File: src/fetch_unit_macros.svh
`ifndef FETCH_UNIT_MACROS_SVH
`define FETCH_UNIT_MACROS_SVH

// Datapath widths
`define FU_XLEN 32

// Instruction queue sizing
`define FU_IQ_DEPTH 16
`define FU_IQ_PTR_W 4

// Most requests the cache may hold at once
`define FU_MAX_INFLIGHT 2

`define FU_RESET_PC 32'h0000_0000

// Major opcodes seen by the control-flow stage
`define FU_OPC_BRANCH 7'b1100011
`define FU_OPC_JAL 7'b1101111

`endif
File: src/fetch_pkg.sv
`include "fetch_unit_macros.svh"

package fetch_pkg;

  // Byte address
  typedef logic [`FU_XLEN-1:0] addr_t;

  // Full 32-bit instruction word
  typedef logic [`FU_XLEN-1:0] inst_t;

  typedef logic [15:0] parcel_t;

  typedef logic [`FU_IQ_PTR_W-1:0] iq_ptr_t;
  typedef logic [`FU_IQ_PTR_W:0] iq_count_t;  // One extra bit to tell full from empty

  typedef enum logic {
    ALIGN_EMPTY,
    ALIGN_HALF
  } align_state_t;

endpackage

File: src/fetch_unit.sv
`timescale 1ns/1ns
`include "fetch_unit_macros.svh"

module fetch_unit
  import fetch_pkg::*;
(
  input  logic  clk,
  input  logic  rst,
  output logic  fetch_req,
  output addr_t fetch_addr,
  input  logic  resp_valid,
  input  addr_t resp_addr,
  input  inst_t resp_data,
  input  logic  pred_taken,
  input  logic  rob_ready,
  output logic  inst_valid,
  output inst_t inst,
  output addr_t inst_pc,
  output logic  inst_compressed,
  output logic  inst_pred_taken,
  input  logic  flush,
  input  addr_t flush_pc
);

  logic exp_valid;
  addr_t exp_pc;
  logic redirect;
  addr_t redirect_pc;
  iq_count_t iq_count;

  logic lane0_valid;
  logic lane1_valid;
  inst_t lane0_raw;
  inst_t lane1_raw;
  addr_t lane0_pc;
  addr_t lane1_pc;
  logic lane0_compressed;
  logic lane1_compressed;
  logic lane_pred_taken;
  inst_t lane0_expanded;
  inst_t lane1_expanded;

  logic wr0_valid;
  logic wr1_valid;
  inst_t wr0_inst;
  inst_t wr1_inst;
  addr_t wr0_pc;
  addr_t wr1_pc;
  logic wr0_compressed;
  logic wr1_compressed;
  logic wr0_pred_taken;
  logic wr1_pred_taken;

  fetch_pc pc_i (
    .clk(clk), .rst(rst), .flush(flush), .flush_pc(flush_pc),
    .redirect(redirect), .redirect_pc(redirect_pc),
    .resp_valid(resp_valid), .iq_count(iq_count),
    .fetch_req(fetch_req), .fetch_addr(fetch_addr),
    .exp_valid(exp_valid), .exp_pc(exp_pc)
  );

  fetch_align align_i (
    .clk(clk), .rst(rst), .flush(flush), .exp_valid(exp_valid), .exp_pc(exp_pc),
    .resp_valid(resp_valid), .resp_addr(resp_addr), .resp_data(resp_data),
    .pred_taken(pred_taken),
    .lane0_valid(lane0_valid), .lane1_valid(lane1_valid),
    .lane0_raw(lane0_raw), .lane1_raw(lane1_raw),
    .lane0_pc(lane0_pc), .lane1_pc(lane1_pc),
    .lane0_compressed(lane0_compressed), .lane1_compressed(lane1_compressed),
    .lane_pred_taken(lane_pred_taken)
  );

  rvc_expander exp0_i (.parcel(lane0_raw[15:0]), .expanded(lane0_expanded));
  rvc_expander exp1_i (.parcel(lane1_raw[15:0]), .expanded(lane1_expanded));

  fetch_branch branch_i (
    .clk(clk), .rst(rst), .flush(flush),
    .lane0_valid(lane0_valid), .lane1_valid(lane1_valid),
    .lane0_raw(lane0_raw), .lane1_raw(lane1_raw),
    .lane0_pc(lane0_pc), .lane1_pc(lane1_pc),
    .lane0_compressed(lane0_compressed), .lane1_compressed(lane1_compressed),
    .lane_pred_taken(lane_pred_taken),
    .lane0_expanded(lane0_expanded), .lane1_expanded(lane1_expanded),
    .wr0_valid(wr0_valid), .wr1_valid(wr1_valid),
    .wr0_inst(wr0_inst), .wr1_inst(wr1_inst),
    .wr0_pc(wr0_pc), .wr1_pc(wr1_pc),
    .wr0_compressed(wr0_compressed), .wr1_compressed(wr1_compressed),
    .wr0_pred_taken(wr0_pred_taken), .wr1_pred_taken(wr1_pred_taken),
    .redirect(redirect), .redirect_pc(redirect_pc)
  );

  inst_queue iq_i (
    .clk(clk), .rst(rst), .flush(flush),
    .wr0_valid(wr0_valid), .wr0_inst(wr0_inst), .wr0_pc(wr0_pc),
    .wr0_compressed(wr0_compressed), .wr0_pred_taken(wr0_pred_taken),
    .wr1_valid(wr1_valid), .wr1_inst(wr1_inst), .wr1_pc(wr1_pc),
    .wr1_compressed(wr1_compressed), .wr1_pred_taken(wr1_pred_taken),
    .rob_ready(rob_ready), .inst_valid(inst_valid), .inst(inst), .inst_pc(inst_pc),
    .inst_compressed(inst_compressed), .inst_pred_taken(inst_pred_taken),
    .iq_count(iq_count)
  );

endmodule

File: src/inst_queue.sv
`timescale 1ns/1ns
`include "fetch_unit_macros.svh"

module inst_queue
  import fetch_pkg::*;
(
  input  logic      clk,
  input  logic      rst,
  input  logic      flush,
  input  logic      wr0_valid,
  input  inst_t     wr0_inst,
  input  addr_t     wr0_pc,
  input  logic      wr0_compressed,
  input  logic      wr0_pred_taken,
  input  logic      wr1_valid,
  input  inst_t     wr1_inst,
  input  addr_t     wr1_pc,
  input  logic      wr1_compressed,
  input  logic      wr1_pred_taken,
  input  logic      rob_ready,
  output logic      inst_valid,
  output inst_t     inst,
  output addr_t     inst_pc,
  output logic      inst_compressed,
  output logic      inst_pred_taken,
  output iq_count_t iq_count
);

  inst_t inst_mem [`FU_IQ_DEPTH];
  addr_t pc_mem [`FU_IQ_DEPTH];
  logic c_mem [`FU_IQ_DEPTH];
  logic pt_mem [`FU_IQ_DEPTH];

  iq_ptr_t head;
  iq_ptr_t tail;
  iq_ptr_t tail1;  // Slot for wr1, right after wr0
  iq_count_t count;
  logic rd;

  assign rd = rob_ready && (count != '0);
  assign tail1 = tail + iq_ptr_t'(wr0_valid);
  assign iq_count = count;

  always_ff @(posedge clk) begin
    if (rst || flush) begin
      head <= '0;
      tail <= '0;
      count <= '0;
      inst_valid <= 1'b0;
    end else begin
      inst_valid <= rd;
      head <= head + iq_ptr_t'(rd);
      tail <= tail1 + iq_ptr_t'(wr1_valid);
      count <= count + iq_count_t'(wr0_valid) + iq_count_t'(wr1_valid) - iq_count_t'(rd);
    end
  end

  always_ff @(posedge clk) begin
    if (wr0_valid) begin
      inst_mem[tail] <= wr0_inst;
      pc_mem[tail] <= wr0_pc;
      c_mem[tail] <= wr0_compressed;
      pt_mem[tail] <= wr0_pred_taken;
    end
    if (wr1_valid) begin
      inst_mem[tail1] <= wr1_inst;
      pc_mem[tail1] <= wr1_pc;
      c_mem[tail1] <= wr1_compressed;
      pt_mem[tail1] <= wr1_pred_taken;
    end
    if (rd) begin
      inst <= inst_mem[head];
      inst_pc <= pc_mem[head];
      inst_compressed <= c_mem[head];
      inst_pred_taken <= pt_mem[head];
    end
  end

endmodule

File: src/fetch_branch.sv
`timescale 1ns/1ns
`include "fetch_unit_macros.svh"

module fetch_branch
  import fetch_pkg::*;
(
  input  logic  clk,
  input  logic  rst,
  input  logic  flush,
  input  logic  lane0_valid,
  input  logic  lane1_valid,
  input  inst_t lane0_raw,
  input  inst_t lane1_raw,
  input  addr_t lane0_pc,
  input  addr_t lane1_pc,
  input  logic  lane0_compressed,
  input  logic  lane1_compressed,
  input  logic  lane_pred_taken,
  input  inst_t lane0_expanded,
  input  inst_t lane1_expanded,
  output logic  wr0_valid,
  output logic  wr1_valid,
  output inst_t wr0_inst,
  output inst_t wr1_inst,
  output addr_t wr0_pc,
  output addr_t wr1_pc,
  output logic  wr0_compressed,
  output logic  wr1_compressed,
  output logic  wr0_pred_taken,
  output logic  wr1_pred_taken,
  output logic  redirect,
  output addr_t redirect_pc
);

  function automatic logic takes_jump(inst_t w, logic pred);
    return (w[6:0] == `FU_OPC_JAL) || ((w[6:0] == `FU_OPC_BRANCH) && pred);
  endfunction

  function automatic addr_t jump_target(inst_t w, addr_t pc);
    addr_t imm;
    if (w[6:0] == `FU_OPC_JAL) begin
      imm = {{12{w[31]}}, w[19:12], w[20], w[30:21], 1'b0};  // J-immediate
    end else begin
      imm = {{20{w[31]}}, w[7], w[30:25], w[11:8], 1'b0};    // B-immediate
    end
    return pc + imm;
  endfunction

  inst_t word0;
  inst_t word1;
  logic live0;
  logic live1;
  logic take0;
  logic take1;

  assign word0 = lane0_compressed ? lane0_expanded : lane0_raw;
  assign word1 = lane1_compressed ? lane1_expanded : lane1_raw;
  assign live0 = lane0_valid && !redirect;  // Lanes behind a redirect are wrong path
  assign take0 = live0 && takes_jump(word0, lane_pred_taken);
  assign live1 = lane1_valid && !redirect && !take0;
  assign take1 = live1 && takes_jump(word1, lane_pred_taken);

  always_ff @(posedge clk) begin
    if (rst || flush) begin
      wr0_valid <= 1'b0;
      wr1_valid <= 1'b0;
      redirect <= 1'b0;
    end else begin
      wr0_valid <= live0;
      wr1_valid <= live1;
      redirect <= take0 || take1;
    end
  end

  always_ff @(posedge clk) begin
    wr0_inst <= word0;
    wr0_pc <= lane0_pc;
    wr0_compressed <= lane0_compressed;
    wr0_pred_taken <= lane_pred_taken;
    wr1_inst <= word1;
    wr1_pc <= lane1_pc;
    wr1_compressed <= lane1_compressed;
    wr1_pred_taken <= lane_pred_taken;
    redirect_pc <= take0 ? jump_target(word0, lane0_pc) : jump_target(word1, lane1_pc);
  end

endmodule

File: src/rvc_expander.sv
`timescale 1ns/1ns
`include "fetch_unit_macros.svh"

module rvc_expander
  import fetch_pkg::*;
(
  input  parcel_t parcel,
  output inst_t   expanded
);

  parcel_t c;
  logic [4:0] rd;
  logic [4:0] rs2;
  logic [2:0] rdp;
  logic [2:0] rs1p;

  assign c = parcel;
  assign rd = c[11:7];
  assign rs2 = c[6:2];
  assign rdp = c[4:2];   // Also rs2' in stores
  assign rs1p = c[9:7];

  always_comb begin
    expanded = '0;
    case (c[1:0])
      2'b00: begin
        case (c[15:13])
          3'b000: begin  // C.ADDI4SPN
            if (c[12:5] != 8'h00) begin
              expanded = {2'b00, c[10:7], c[12:11], c[5], c[6], 2'b00,
                          5'd2, 3'b000, 2'b01, rdp, 7'b0010011};
            end
          end
          3'b010: begin  // C.LW
            expanded = {5'b00000, c[5], c[12:10], c[6], 2'b00,
                        2'b01, rs1p, 3'b010, 2'b01, rdp, 7'b0000011};
          end
          3'b110: begin  // C.SW
            expanded = {5'b00000, c[5], c[12], 2'b01, rdp, 2'b01, rs1p,
                        3'b010, c[11:10], c[6], 2'b00, 7'b0100011};
          end
          default: expanded = '0;
        endcase
      end
      2'b01: begin
        case (c[15:13])
          3'b000: expanded = {{7{c[12]}}, c[6:2], rd, 3'b000, rd, 7'b0010011};  // C.ADDI
          3'b001: begin  // C.JAL
            expanded = {c[12], c[8], c[10:9], c[6], c[7], c[2], c[11], c[5:3],
                        {9{c[12]}}, 5'd1, `FU_OPC_JAL};
          end
          3'b010: expanded = {{7{c[12]}}, c[6:2], 5'd0, 3'b000, rd, 7'b0010011};  // C.LI
          3'b011: begin
            if (rd == 5'd2) begin
              if ({c[12], c[6:2]} != 6'd0) begin  // C.ADDI16SP
                expanded = {{3{c[12]}}, c[4:3], c[5], c[2], c[6], 4'b0000,
                            5'd2, 3'b000, 5'd2, 7'b0010011};
              end
            end else if ({c[12], c[6:2]} != 6'd0) begin  // C.LUI
              expanded = {{15{c[12]}}, c[6:2], rd, 7'b0110111};
            end
          end
          3'b101: begin  // C.J
            expanded = {c[12], c[8], c[10:9], c[6], c[7], c[2], c[11], c[5:3],
                        {9{c[12]}}, 5'd0, `FU_OPC_JAL};
          end
          3'b110, 3'b111: begin  // C.BEQZ and C.BNEZ
            expanded = {{4{c[12]}}, c[6:5], c[2], 5'd0, 2'b01, rs1p, 2'b00, c[13],
                        c[11:10], c[4:3], c[12], `FU_OPC_BRANCH};
          end
          default: expanded = '0;  // Arithmetic group not supported
        endcase
      end
      2'b10: begin
        case (c[15:13])
          3'b000: begin  // C.SLLI
            if (!c[12]) begin
              expanded = {7'b0000000, c[6:2], rd, 3'b001, rd, 7'b0010011};
            end
          end
          3'b010: begin  // C.LWSP
            expanded = {4'b0000, c[3:2], c[12], c[6:4], 2'b00,
                        5'd2, 3'b010, rd, 7'b0000011};
          end
          3'b110: begin  // C.SWSP
            expanded = {4'b0000, c[8:7], c[12], rs2, 5'd2, 3'b010,
                        c[11:9], 2'b00, 7'b0100011};
          end
          3'b100: begin
            if (!c[12]) begin
              if (rs2 != 5'd0) begin
                expanded = {7'b0000000, rs2, 5'd0, 3'b000, rd, 7'b0110011};  // C.MV
              end else if (rd != 5'd0) begin
                expanded = {12'h000, rd, 3'b000, 5'd0, 7'b1100111};  // C.JR
              end
            end else begin
              if (rs2 != 5'd0) begin
                expanded = {7'b0000000, rs2, rd, 3'b000, rd, 7'b0110011};  // C.ADD
              end else if (rd != 5'd0) begin
                expanded = {12'h000, rd, 3'b000, 5'd1, 7'b1100111};  // C.JALR
              end
            end
          end
          default: expanded = '0;
        endcase
      end
      default: expanded = '0;
    endcase
  end

endmodule

File: src/fetch_align.sv
`timescale 1ns/1ns
`include "fetch_unit_macros.svh"

module fetch_align
  import fetch_pkg::*;
(
  input  logic  clk,
  input  logic  rst,
  input  logic  flush,
  input  logic  exp_valid,
  input  addr_t exp_pc,
  input  logic  resp_valid,
  input  addr_t resp_addr,
  input  inst_t resp_data,
  input  logic  pred_taken,
  output logic  lane0_valid,
  output logic  lane1_valid,
  output inst_t lane0_raw,
  output inst_t lane1_raw,
  output addr_t lane0_pc,
  output addr_t lane1_pc,
  output logic  lane0_compressed,
  output logic  lane1_compressed,
  output logic  lane_pred_taken
);

  align_state_t state;
  addr_t exp_q;      // Pc of the next parcel to consume
  parcel_t half_q;   // Lower half of a straddling instruction
  parcel_t lo;
  parcel_t hi;
  addr_t word;
  logic accept;
  logic take_hi;
  logic hold;
  logic n0_valid;
  logic n1_valid;
  logic n0_c;
  inst_t n0_raw;
  addr_t n0_pc;

  assign lo = resp_data[15:0];
  assign hi = resp_data[31:16];
  assign word = {resp_addr[`FU_XLEN-1:2], 2'b00};
  assign accept = resp_valid && !exp_valid &&
                  (resp_addr[`FU_XLEN-1:2] == exp_q[`FU_XLEN-1:2]);  // Drop stale words

  always_comb begin
    n0_valid = 1'b0;
    n1_valid = 1'b0;
    n0_raw = resp_data;
    n0_pc = word;
    n0_c = 1'b0;
    take_hi = 1'b1;
    if (state == ALIGN_HALF) begin
      n0_valid = 1'b1;
      n0_raw = {lo, half_q};
      n0_pc = word - 2;
    end else if (!exp_q[1]) begin
      n0_valid = 1'b1;
      if (lo[1:0] == 2'b11) begin
        take_hi = 1'b0;  // Full 32-bit word
      end else begin
        n0_raw = {16'h0000, lo};
        n0_c = 1'b1;
      end
    end
    hold = take_hi && (hi[1:0] == 2'b11);
    if (take_hi && !hold) begin
      if (n0_valid) begin
        n1_valid = 1'b1;
      end else begin
        n0_valid = 1'b1;
        n0_raw = {16'h0000, hi};
        n0_pc = word + 2;
        n0_c = 1'b1;
      end
    end
  end

  always_ff @(posedge clk) begin
    if (rst) begin
      state <= ALIGN_EMPTY;
      exp_q <= `FU_RESET_PC;
      lane0_valid <= 1'b0;
      lane1_valid <= 1'b0;
    end else if (flush || exp_valid) begin
      state <= ALIGN_EMPTY;
      exp_q <= exp_pc;
      lane0_valid <= 1'b0;
      lane1_valid <= 1'b0;
    end else begin
      lane0_valid <= accept && n0_valid;
      lane1_valid <= accept && n1_valid;
      if (accept) begin
        state <= hold ? ALIGN_HALF : ALIGN_EMPTY;
        exp_q <= word + 4;
      end
    end
  end

  always_ff @(posedge clk) begin
    if (accept) begin
      lane0_raw <= n0_raw;
      lane0_pc <= n0_pc;
      lane0_compressed <= n0_c;
      lane1_raw <= {16'h0000, hi};
      lane1_pc <= word + 2;
      lane1_compressed <= 1'b1;  // Lane1 only ever carries the upper parcel
      lane_pred_taken <= pred_taken;
      if (hold) begin
        half_q <= hi;
      end
    end
  end

endmodule

File: src/fetch_pc.sv
`timescale 1ns/1ns
`include "fetch_unit_macros.svh"

module fetch_pc
  import fetch_pkg::*;
(
  input  logic      clk,
  input  logic      rst,
  input  logic      flush,
  input  addr_t     flush_pc,
  input  logic      redirect,
  input  addr_t     redirect_pc,
  input  logic      resp_valid,
  input  iq_count_t iq_count,
  output logic      fetch_req,
  output addr_t     fetch_addr,
  output logic      exp_valid,
  output addr_t     exp_pc
);

  localparam int CNT_W = $clog2(`FU_MAX_INFLIGHT + 1);
  localparam addr_t WORD_MASK = ~addr_t'(3);

  logic [CNT_W-1:0] inflight;  // Live requests not yet written to the queue
  logic [CNT_W-1:0] stale;     // Requests abandoned by a flush
  logic [CNT_W:0] total;
  logic [`FU_IQ_PTR_W+1:0] need;
  logic resp_d1;
  logic retire;
  logic issue;

  assign total = inflight + stale;
  assign need = iq_count + (total << 1) + 2;  // Worst case two entries per word
  assign issue = (total < `FU_MAX_INFLIGHT) && (need <= `FU_IQ_DEPTH);

  assign exp_valid = flush | redirect;
  assign exp_pc = flush ? flush_pc : redirect_pc;

  // A word lands in the queue two cycles after its response
  always_ff @(posedge clk) begin
    if (rst) begin
      resp_d1 <= 1'b0;
      retire <= 1'b0;
    end else begin
      resp_d1 <= resp_valid;
      retire <= resp_d1;
    end
  end

  always_ff @(posedge clk) begin
    if (rst) begin
      fetch_req <= 1'b0;
      fetch_addr <= `FU_RESET_PC & WORD_MASK;
      inflight <= '0;
      stale <= '0;
    end else begin
      fetch_req <= issue;
      if (flush) begin
        fetch_addr <= flush_pc & WORD_MASK;  // Flush wins over redirect
      end else if (redirect) begin
        fetch_addr <= redirect_pc & WORD_MASK;
      end else if (fetch_req) begin
        fetch_addr <= fetch_addr + 4;
      end
      if (flush) begin
        inflight <= CNT_W'(issue);
        stale <= stale + inflight - CNT_W'(retire);
      end else if (retire && stale != '0) begin
        stale <= stale - 1'b1;
        inflight <= inflight + CNT_W'(issue);
      end else begin
        inflight <= inflight + CNT_W'(issue) - CNT_W'(retire);
      end
    end
  end

endmodule

File: config.mk
export PLATFORM = sky130hd
export DESIGN_NAME = fetch_unit
export DESIGN_NICKNAME = d
export VERILOG_FILES = /design/src/fetch_pkg.sv /design/src/fetch_unit.sv /design/src/inst_queue.sv /design/src/fetch_branch.sv /design/src/rvc_expander.sv /design/src/fetch_align.sv /design/src/fetch_pc.sv
export VERILOG_INCLUDE_DIRS = /design/src
export SDC_FILE = /design/constraint.sdc
export NUM_CORES = 2
export LEC_CHECK = 0
export BUFFER_PORTS_ARGS = -buffer_cell sky130_fd_sc_hd__buf_2
export CORE_MARGIN = 5
export CORE_UTILIZATION = 50
export CTS_CLUSTER_DIAMETER = 150
export DETAILED_ROUTE_END_ITERATION = 10
export PLACE_DENSITY_LB_ADDON = 0.1
export SLEW_MARGIN = 30
export SYNTH_ARGS = -nofsm -noshare
export SYNTH_HDL_FRONTEND = slang
export SYNTH_HIERARCHICAL = 1
export SYNTH_SLANG_ARGS = --single-unit
File: constraint.sdc
create_clock -name clk -period 6 [get_ports clk]
set_input_delay 0.3 -clock clk [delete_from_list [all_inputs] [get_ports clk]]
set_output_delay 0.3 -clock clk [all_outputs]
set_load 0.01 [all_outputs]
# After elaboration in Yosys (flattened, before gate mapping)
# Memories as Yosys holds them, arrays and structs flattened. A register that Yosys moved wholly into a read port is not among the register bits.
# Cells that the tools add are included.
[word_totals] ff_bits=383 mem_bits_rw=1056 in_bits=102 out_inout_bits=100 wordCells=202 n_memories=4
[mem_list] memory="iq_i.inst_mem" depth=16 width=32 read_ports=1 rd_ports_with_merged_regs=1 wr=2 line="inst_queue.sv:29" source="inst_t inst_mem [`FU_IQ_DEPTH];"
[mem_list] memory="iq_i.pc_mem" depth=16 width=32 read_ports=1 rd_ports_with_merged_regs=1 wr=2 line="inst_queue.sv:30" source="addr_t pc_mem [`FU_IQ_DEPTH];"
[mem_list] memory="iq_i.c_mem" depth=16 width=1 read_ports=1 rd_ports_with_merged_regs=1 wr=2 line="inst_queue.sv:31" source="logic c_mem [`FU_IQ_DEPTH];"
[mem_list] memory="iq_i.pt_mem" depth=16 width=1 read_ports=1 rd_ports_with_merged_regs=1 wr=2 line="inst_queue.sv:32" source="logic pt_mem [`FU_IQ_DEPTH];"
[op_classes] add_sub_neg=20 magnitude_cmp=2 eq_ne=27 muxes=67 bitwise_logic=1 n_reduce_logical=48
[op_table] cell="2-to-1 mux 32 bit" count=28
[op_table] cell="case mux 32 bit (6 select lines)" count=2
[op_table] cell="case mux 32 bit (4 select lines)" count=2
[op_table] cell="case mux 32 bit (3 select lines)" count=2
[op_table] cell="case mux 30 bit (3 select lines)" count=2
[op_table] cell="2-to-1 mux 20 bit" count=6
[op_table] cell="adder 32 x 3 -> 32 bit (second input constant)" count=2
[op_table] cell="adder 32 bit" count=2
[op_table] cell="2-to-1 mux 30 bit" count=2
[op_table] cell="2-to-1 mux 25 bit" count=2
[op_table] cell="adder 32 x 2 -> 32 bit (second input constant)" count=1
[op_table] cell="subtractor 32 x 2 -> 32 bit (second input constant)" count=1
[op_table] cell="equality test 30 bit" count=1
[op_table] cell="equality test 7 bit (second input constant)" count=4
[op_table] cell="nonzero test 5 bit" count=5
[op_table] cell="equality test 3 bit (second input constant)" count=8
[op_table] cell="2-to-1 mux 1 bit" count=18
[op_table] cell="logical AND 1 bit" count=16
[op_table] cell="nonzero test 8 bit" count=2
[op_table] cell="adder 4 x 1 -> 4 bit" count=3
[op_table] cell="equality test 3 x 2 -> 1 bit (second input constant)" count=4
[op_table] cell="nonzero test 6 bit" count=2
[op_table] cell="adder 5 x 1 -> 5 bit" count=2
[op_table] cell="equality test 5 x 2 -> 1 bit (second input constant)" count=2
[op_table] cell="other kinds (24)" count=46

# Logic depth before layout (Yosys ltp)
[logic_depth] depth_word=15 depth_mapped=26 mapped_depth_nobuf=20

# By module
# The synthesis kept the hierarchy.
[modules_own_cells] mod="inst_queue" n_inst=1 cells_per_inst=3137 area_per_inst_um2=55466.9 seq_area_each_um2=33972.6
[modules_own_cells] mod="fetch_align" n_inst=1 cells_per_inst=676 area_per_inst_um2=7988.9 seq_area_each_um2=4494.3
[modules_own_cells] mod="fetch_branch" n_inst=1 cells_per_inst=802 area_per_inst_um2=7972.6 seq_area_each_um2=3323.2
[modules_own_cells] mod="fetch_pc" n_inst=1 cells_per_inst=442 area_per_inst_um2=3176.8 seq_area_each_um2=740.7
[modules_own_cells] mod="rvc_expander at exp0_i" n_inst=1 cells_per_inst=233 area_per_inst_um2=1452.6 seq_area_each_um2=0.0
[modules_own_cells] mod="rvc_expander at exp1_i" n_inst=1 cells_per_inst=220 area_per_inst_um2=1292.5 seq_area_each_um2=0.0

# Least setup slack after synthesis
# Ideal clock, no wire load.
[synth_path] kind="reg2reg" from="reg iq_i.count[2], in the netlist iq_i/iq_count[2]" to="reg iq_i.count[4], in the netlist iq_i/iq_count[4]" setup_ns=0.127 arrival_ns=6.393 t_required_ns=5.873 setup_slack_ns=-0.519 path_stages_with_launch=11 path_buffers=0 period_less_slack_ns=6.519 cell_sequence="dfxtp_1 > inv_1 > ha_1 > a31oi_1 > ha_1 > fa_1 > fa_1 > nand2b_1 > a21oi_1 > o21ai_0 > nor3b_1"
[synth_between] elab_chain_len=3 elab_cells_between_ends=5 classes_between="add/sub: 3; reduce/logical: 2"
[synth_rtl] item="from (decl)" line="inst_queue.sv:37" source="iq_count_t count;"
[synth_rtl] item="from (signal assigned)" line="inst_queue.sv:54" source="count <= count + iq_count_t'(wr0_valid) + iq_count_t'(wr1_valid) - iq_count_t'(rd);"
[synth_rtl] item="nonzero test 5 bit" line="inst_queue.sv:40" source="assign rd = rob_ready && (count != '0);"
[synth_rtl] item="logical AND 1 bit" line="inst_queue.sv:40"
[synth_rtl] item="named net iq_i.rd" line="inst_queue.sv:38" source="logic rd;"
[synth_rtl] item="subtractor 5 x 1 -> 5 bit" line="inst_queue.sv:54"
# The timed path passes the listed nets, and every way through them passes these cells.
# A chain may end at the register's enable or synchronous reset.

# Final worst setup path
[layout_path] from="reg align_i.lane0_raw[10]" to="reg branch_i.redirect_pc[31]"
[layout_between] elab_chain_len=12 elab_cells_between_ends=25 classes_between="add/sub: 1; eq/ne: 3; mux: 16; reduce/logical: 5"
[layout_rtl] item="from (decl)" line="fetch_align.sv:18" source="output inst_t lane0_raw,"
[layout_rtl] item="from (signal assigned)" line="fetch_align.sv:104" source="lane0_raw <= n0_raw;"
[layout_rtl] item="nonzero test 5 bit" line="rvc_expander.sv:93, rvc_expander.sv:99"
[layout_rtl] item="2-to-1 mux 20 bit (on tied branches)" line="rvc_expander.sv:93, rvc_expander.sv:99"
[layout_rtl] item="2-to-1 mux 32 bit (on tied branches)" line="rvc_expander.sv:91, rvc_expander.sv:97"
[layout_rtl] item="2-to-1 mux 32 bit" line="rvc_expander.sv:90" source="if (!c[12]) begin"
[layout_rtl] item="case mux 32 bit (4 select lines)" line="rvc_expander.sv:75" source="case (c[15:13])"
[layout_rtl] item="case mux 32 bit (3 select lines) (*)" line="rvc_expander.sv:25" source="case (c[1:0])"
[layout_rtl] item="named net lane0_expanded[5]" line="fetch_unit.sv:40" source="inst_t lane0_expanded;"
[layout_rtl] item="2-to-1 mux 32 bit (*)" line="fetch_branch.sv:56" source="assign word0 = lane0_compressed ? lane0_expanded : lane0_raw;"
[layout_rtl] item="branches (longest 4 deep; another with adder 32 bit)"
[layout_rtl] item="2-to-1 mux 32 bit (*)" line="fetch_branch.sv:84" source="redirect_pc <= take0 ? jump_target(word0, lane0_pc) : jump_target(word1, lane1_pc);"
[layout_rtl] item="to (signal assigned)" line="fetch_branch.sv:84"
[layout_rtl] item="to (decl)" line="fetch_branch.sv:32" source="output addr_t redirect_pc"
# Mark *: on every way through the listed nets, which the timed path passes.

==> results.py <==
metrics = {
    "setup_path": {
        "path_class": "reg2reg",
        "worstSetupStartpoint": "align_i/lane0_raw[10]$_DFFE_PP_",
        "r2r_end": "branch_i/redirect_pc[31]$_DFF_P_",
        "crit_path_start_kind": "flop",
        "cp-endpoint": "branch_i/redirect_pc[31]$_DFF_P_",
        "worstPathMaxFanout": 12,
        "required_ns": 6.69,
        "end_kind": "flop",
        "worstReg2RegStart": "align_i/lane0_raw[10]$_DFFE_PP_",
        "rr_worst_depth": 21,
        "arrival_ns": 6.38,
        "rrSetupSlack_ns": 0.31,
    },
    "place": {
        "hpwl_mm": 155.6,
        "gp_congestion": 0.9215,
        "placed_area_um2": 80470,
        "port_buffers": 196,
    },
    "global_routing": {
        "grt_pass1_wl_mm": 363.4,
        "gr-total-overflow": 0,
        "grt_pass1_vias": 50600,
        "antenna_found_initial": 21,
        "grt_max_degree": 103,
        "grt_use_total": 0.3057,
    },
    "timing": {
        "setup_viol": 0,
        "relSlewSlack": 0.2737,
        "max_freq_mhz": 175.6,
        "post-route-min-period_ns": 5.693,
        "fin_crit_sh": 0.9489,
        "clock_skew_ns": 0.04223,
        "final.setup.tns_ns": 0,
        "slew_violations": 0,
        "hold_viol_final": 0,
        "max_slew.worst_pin.slew_ns": 1.089,
        "rsz0062_at_grt": "false",
    },
    "final_layout": {
        "layout_commonest_cell": "edfxtp_1",
        "design_area_um2": 86930,
        "n_fill_cell": 12450,
        "final_cell_mix": "edfxtp_1, mux2_2, nand2_1",
        "drive_above_1_share": 0.3495,
        "synthToLayoutAreaGrowth_pct": 12.44,
        "nets": 5822,
    },
    "drt": {
        "wirelength_mm": 253.1,
        "drt-wirelength-per-cell_um": 32.35,
        "drtIter0Drc": 5171,
        "avgViaCountPerCell": 6.432,
        "ant_nets": 0,
        "drt_drc_violations_left": 0,
        "dr.pass1.iters": 6,
        "vias": 50310,
    },
    "die": {
        "start_util": 0.5024,
        "die-height_um": 403.2,
        "die_width_um": 403.2,
        "rows": 144,
        "fp.dieArea_um2": 162600,
        "io_pins": 202,
        "core-area_um2": 153900,
    },
    "power": {
        "power.density_nw_per_um2": 278.0,
        "leakage_nw": 29.67,
        "ir_drop_v": 0.0003044,
    },
    "clock_network": {
        "clock-sinks": 1499,
        "post_cts_buffers": 0,
        "root_buffer": "clkbuf_16",
        "clk_pin_slew_ns": 0.06,
        "numCtsBuffers": 165,
        "cts_tree": "done",
        "h-tree-depth": 4,
        "clock_path_buffers": 3,
        "insertion_delay_ns": 0.81,
    },
    "yosys": {
        "synth.yosys.warnings": 6,
        "syn-instance-count": 5507,
        "avgSynthCellArea_um2": 14.04,
        "syn_area_um2": 77310,
    },
    "worst_hold_path": {
        "hold_class": "in2reg",
        "min_from": "flush",
    },
    "job": {
        "maxCapViolations": 0,
    },
    "outcome": {
        "status": "finished clean",
    },
}
## timing repair
action,4_1_cts,5_1_grt
endpoints found under the hold margin,185,0
hold buffers,98,0
endpoints found under the setup margin,0,2
resized for setup,0,2
## power by group
part | switching, W | internal (W)
logic | 0.00130 | 0.00106
registers | 0.000251 | 0.0115
clock network | 0.00430 | 0.00579
total | 0.00585 | 0.0183
## worst min-delay path by stage
stage | endpoint | cells after the start | slack, ns
floorplan | branch_i/wr0_compressed$_DFF_P_ | 0 | 0.35
detailed placement | branch_i/wr1_pc[23]$_DFF_P_ | 0 | 0.37
global placement | branch_i/wr1_pc[23]$_DFF_P_ | 0 | 0.37
global route | pc_i/inflight[1]$_SDFF_PP0_ | 3 | 0.09
CTS | pc_i/stale[0]$_SDFFE_PP0P_ | 4 | 0.02
finish | pc_i/stale[0]$_SDFFE_PP0P_ | 4 | 0.11
## routing by layer
layer  vias up  global-route usage  routed length, um
met2      2168              0.4990             120800
met3       444             0.05852              18950
met4         8              0.1043               9181
li1      21660                   -                  -
met1     26030              0.4132             104000
met5         -                   0                 57
## registers in the layout, summed over array words and instances (netlist names), 16 cells and up
| signal | cells |
|---|---|
| branch_i/wr0_inst | 32 |
| branch_i/wr1_inst | 32 |
| align_i/lane1_pc | 30 |
| align_i/exp_q | 31 |
| branch_i/wr0_pc | 32 |
| branch_i/wr1_pc | 32 |
| align_i/lane0_raw | 32 |
| iq_i/pt_mem | 16 |
| branch_i/redirect_pc | 31 |
| align_i/lane0_pc | 31 |
| iq_i/inst_mem | 512 |
| pc_i/fetch_addr | 30 |
| align_i/lane1_raw | 16 |
| iq_i/pc_mem | 512 |
| iq_i/inst | 32 |
| iq_i/inst_pc | 32 |
| align_i/half_q | 16 |
| iq_i/c_mem | 16 |
## final cells by class
class / instances / area (um^2) / area share
diodes: 7 / 17.52 / 0.0002015
clock buffers: 249 / 4842 / 0.05570
clock inverters: 62 / 573.1 / 0.006592
inverters: 87 / 329.1 / 0.003786
multi-input cells: 3412 / 32460 / 0.3735
flip-flops and latches: 1499 / 42520 / 0.4891
well taps: 2044 / 2557 / 0.02942
repair buffers: 462 / 3625 / 0.04170
## critical path: stages, from the launching register on
cell and delay, ns:
edfxtp_1 0.54, nor4_4 0.52, buf_4 0.29, a221oi_1 0.11, o21bai_1 0.21, o211ai_1 0.16, and4b_1 0.21, nand3_1 0.07
o21ai_0 0.13, and3_1 0.23, buf_4 0.20, mux2_2 0.31, fa_1 0.45, a211oi_1 0.28, o21ai_1 0.21, o21ai_0 0.34
a21oi_1 0.22, o221ai_1 0.40, o21ai_0 0.21, mux2i_1 0.16, a211oi_1 0.23, nand2_1 0.07
## metrics by stage
stage	hold WS (ns)	util	power, W	std cells	setup slack, ns
6_report	0.1128	0.5649	0.02417	7822	0.3065
5_1_grt	0.09331	0.5648	0.02500	7815	0.06204
4_1_cts	0.02284	0.5646	0.02434	7813	0.3261
3_5_place_dp	0.3732	0.5230	0.01423	7404	0.3607
3_3_place_gp	0.3670	0.5221	0.01420	7398	0.3447
2_1_floorplan	0.3462	-	0.01342	5526	0.1009
Power figures use the tool's default switching activity.
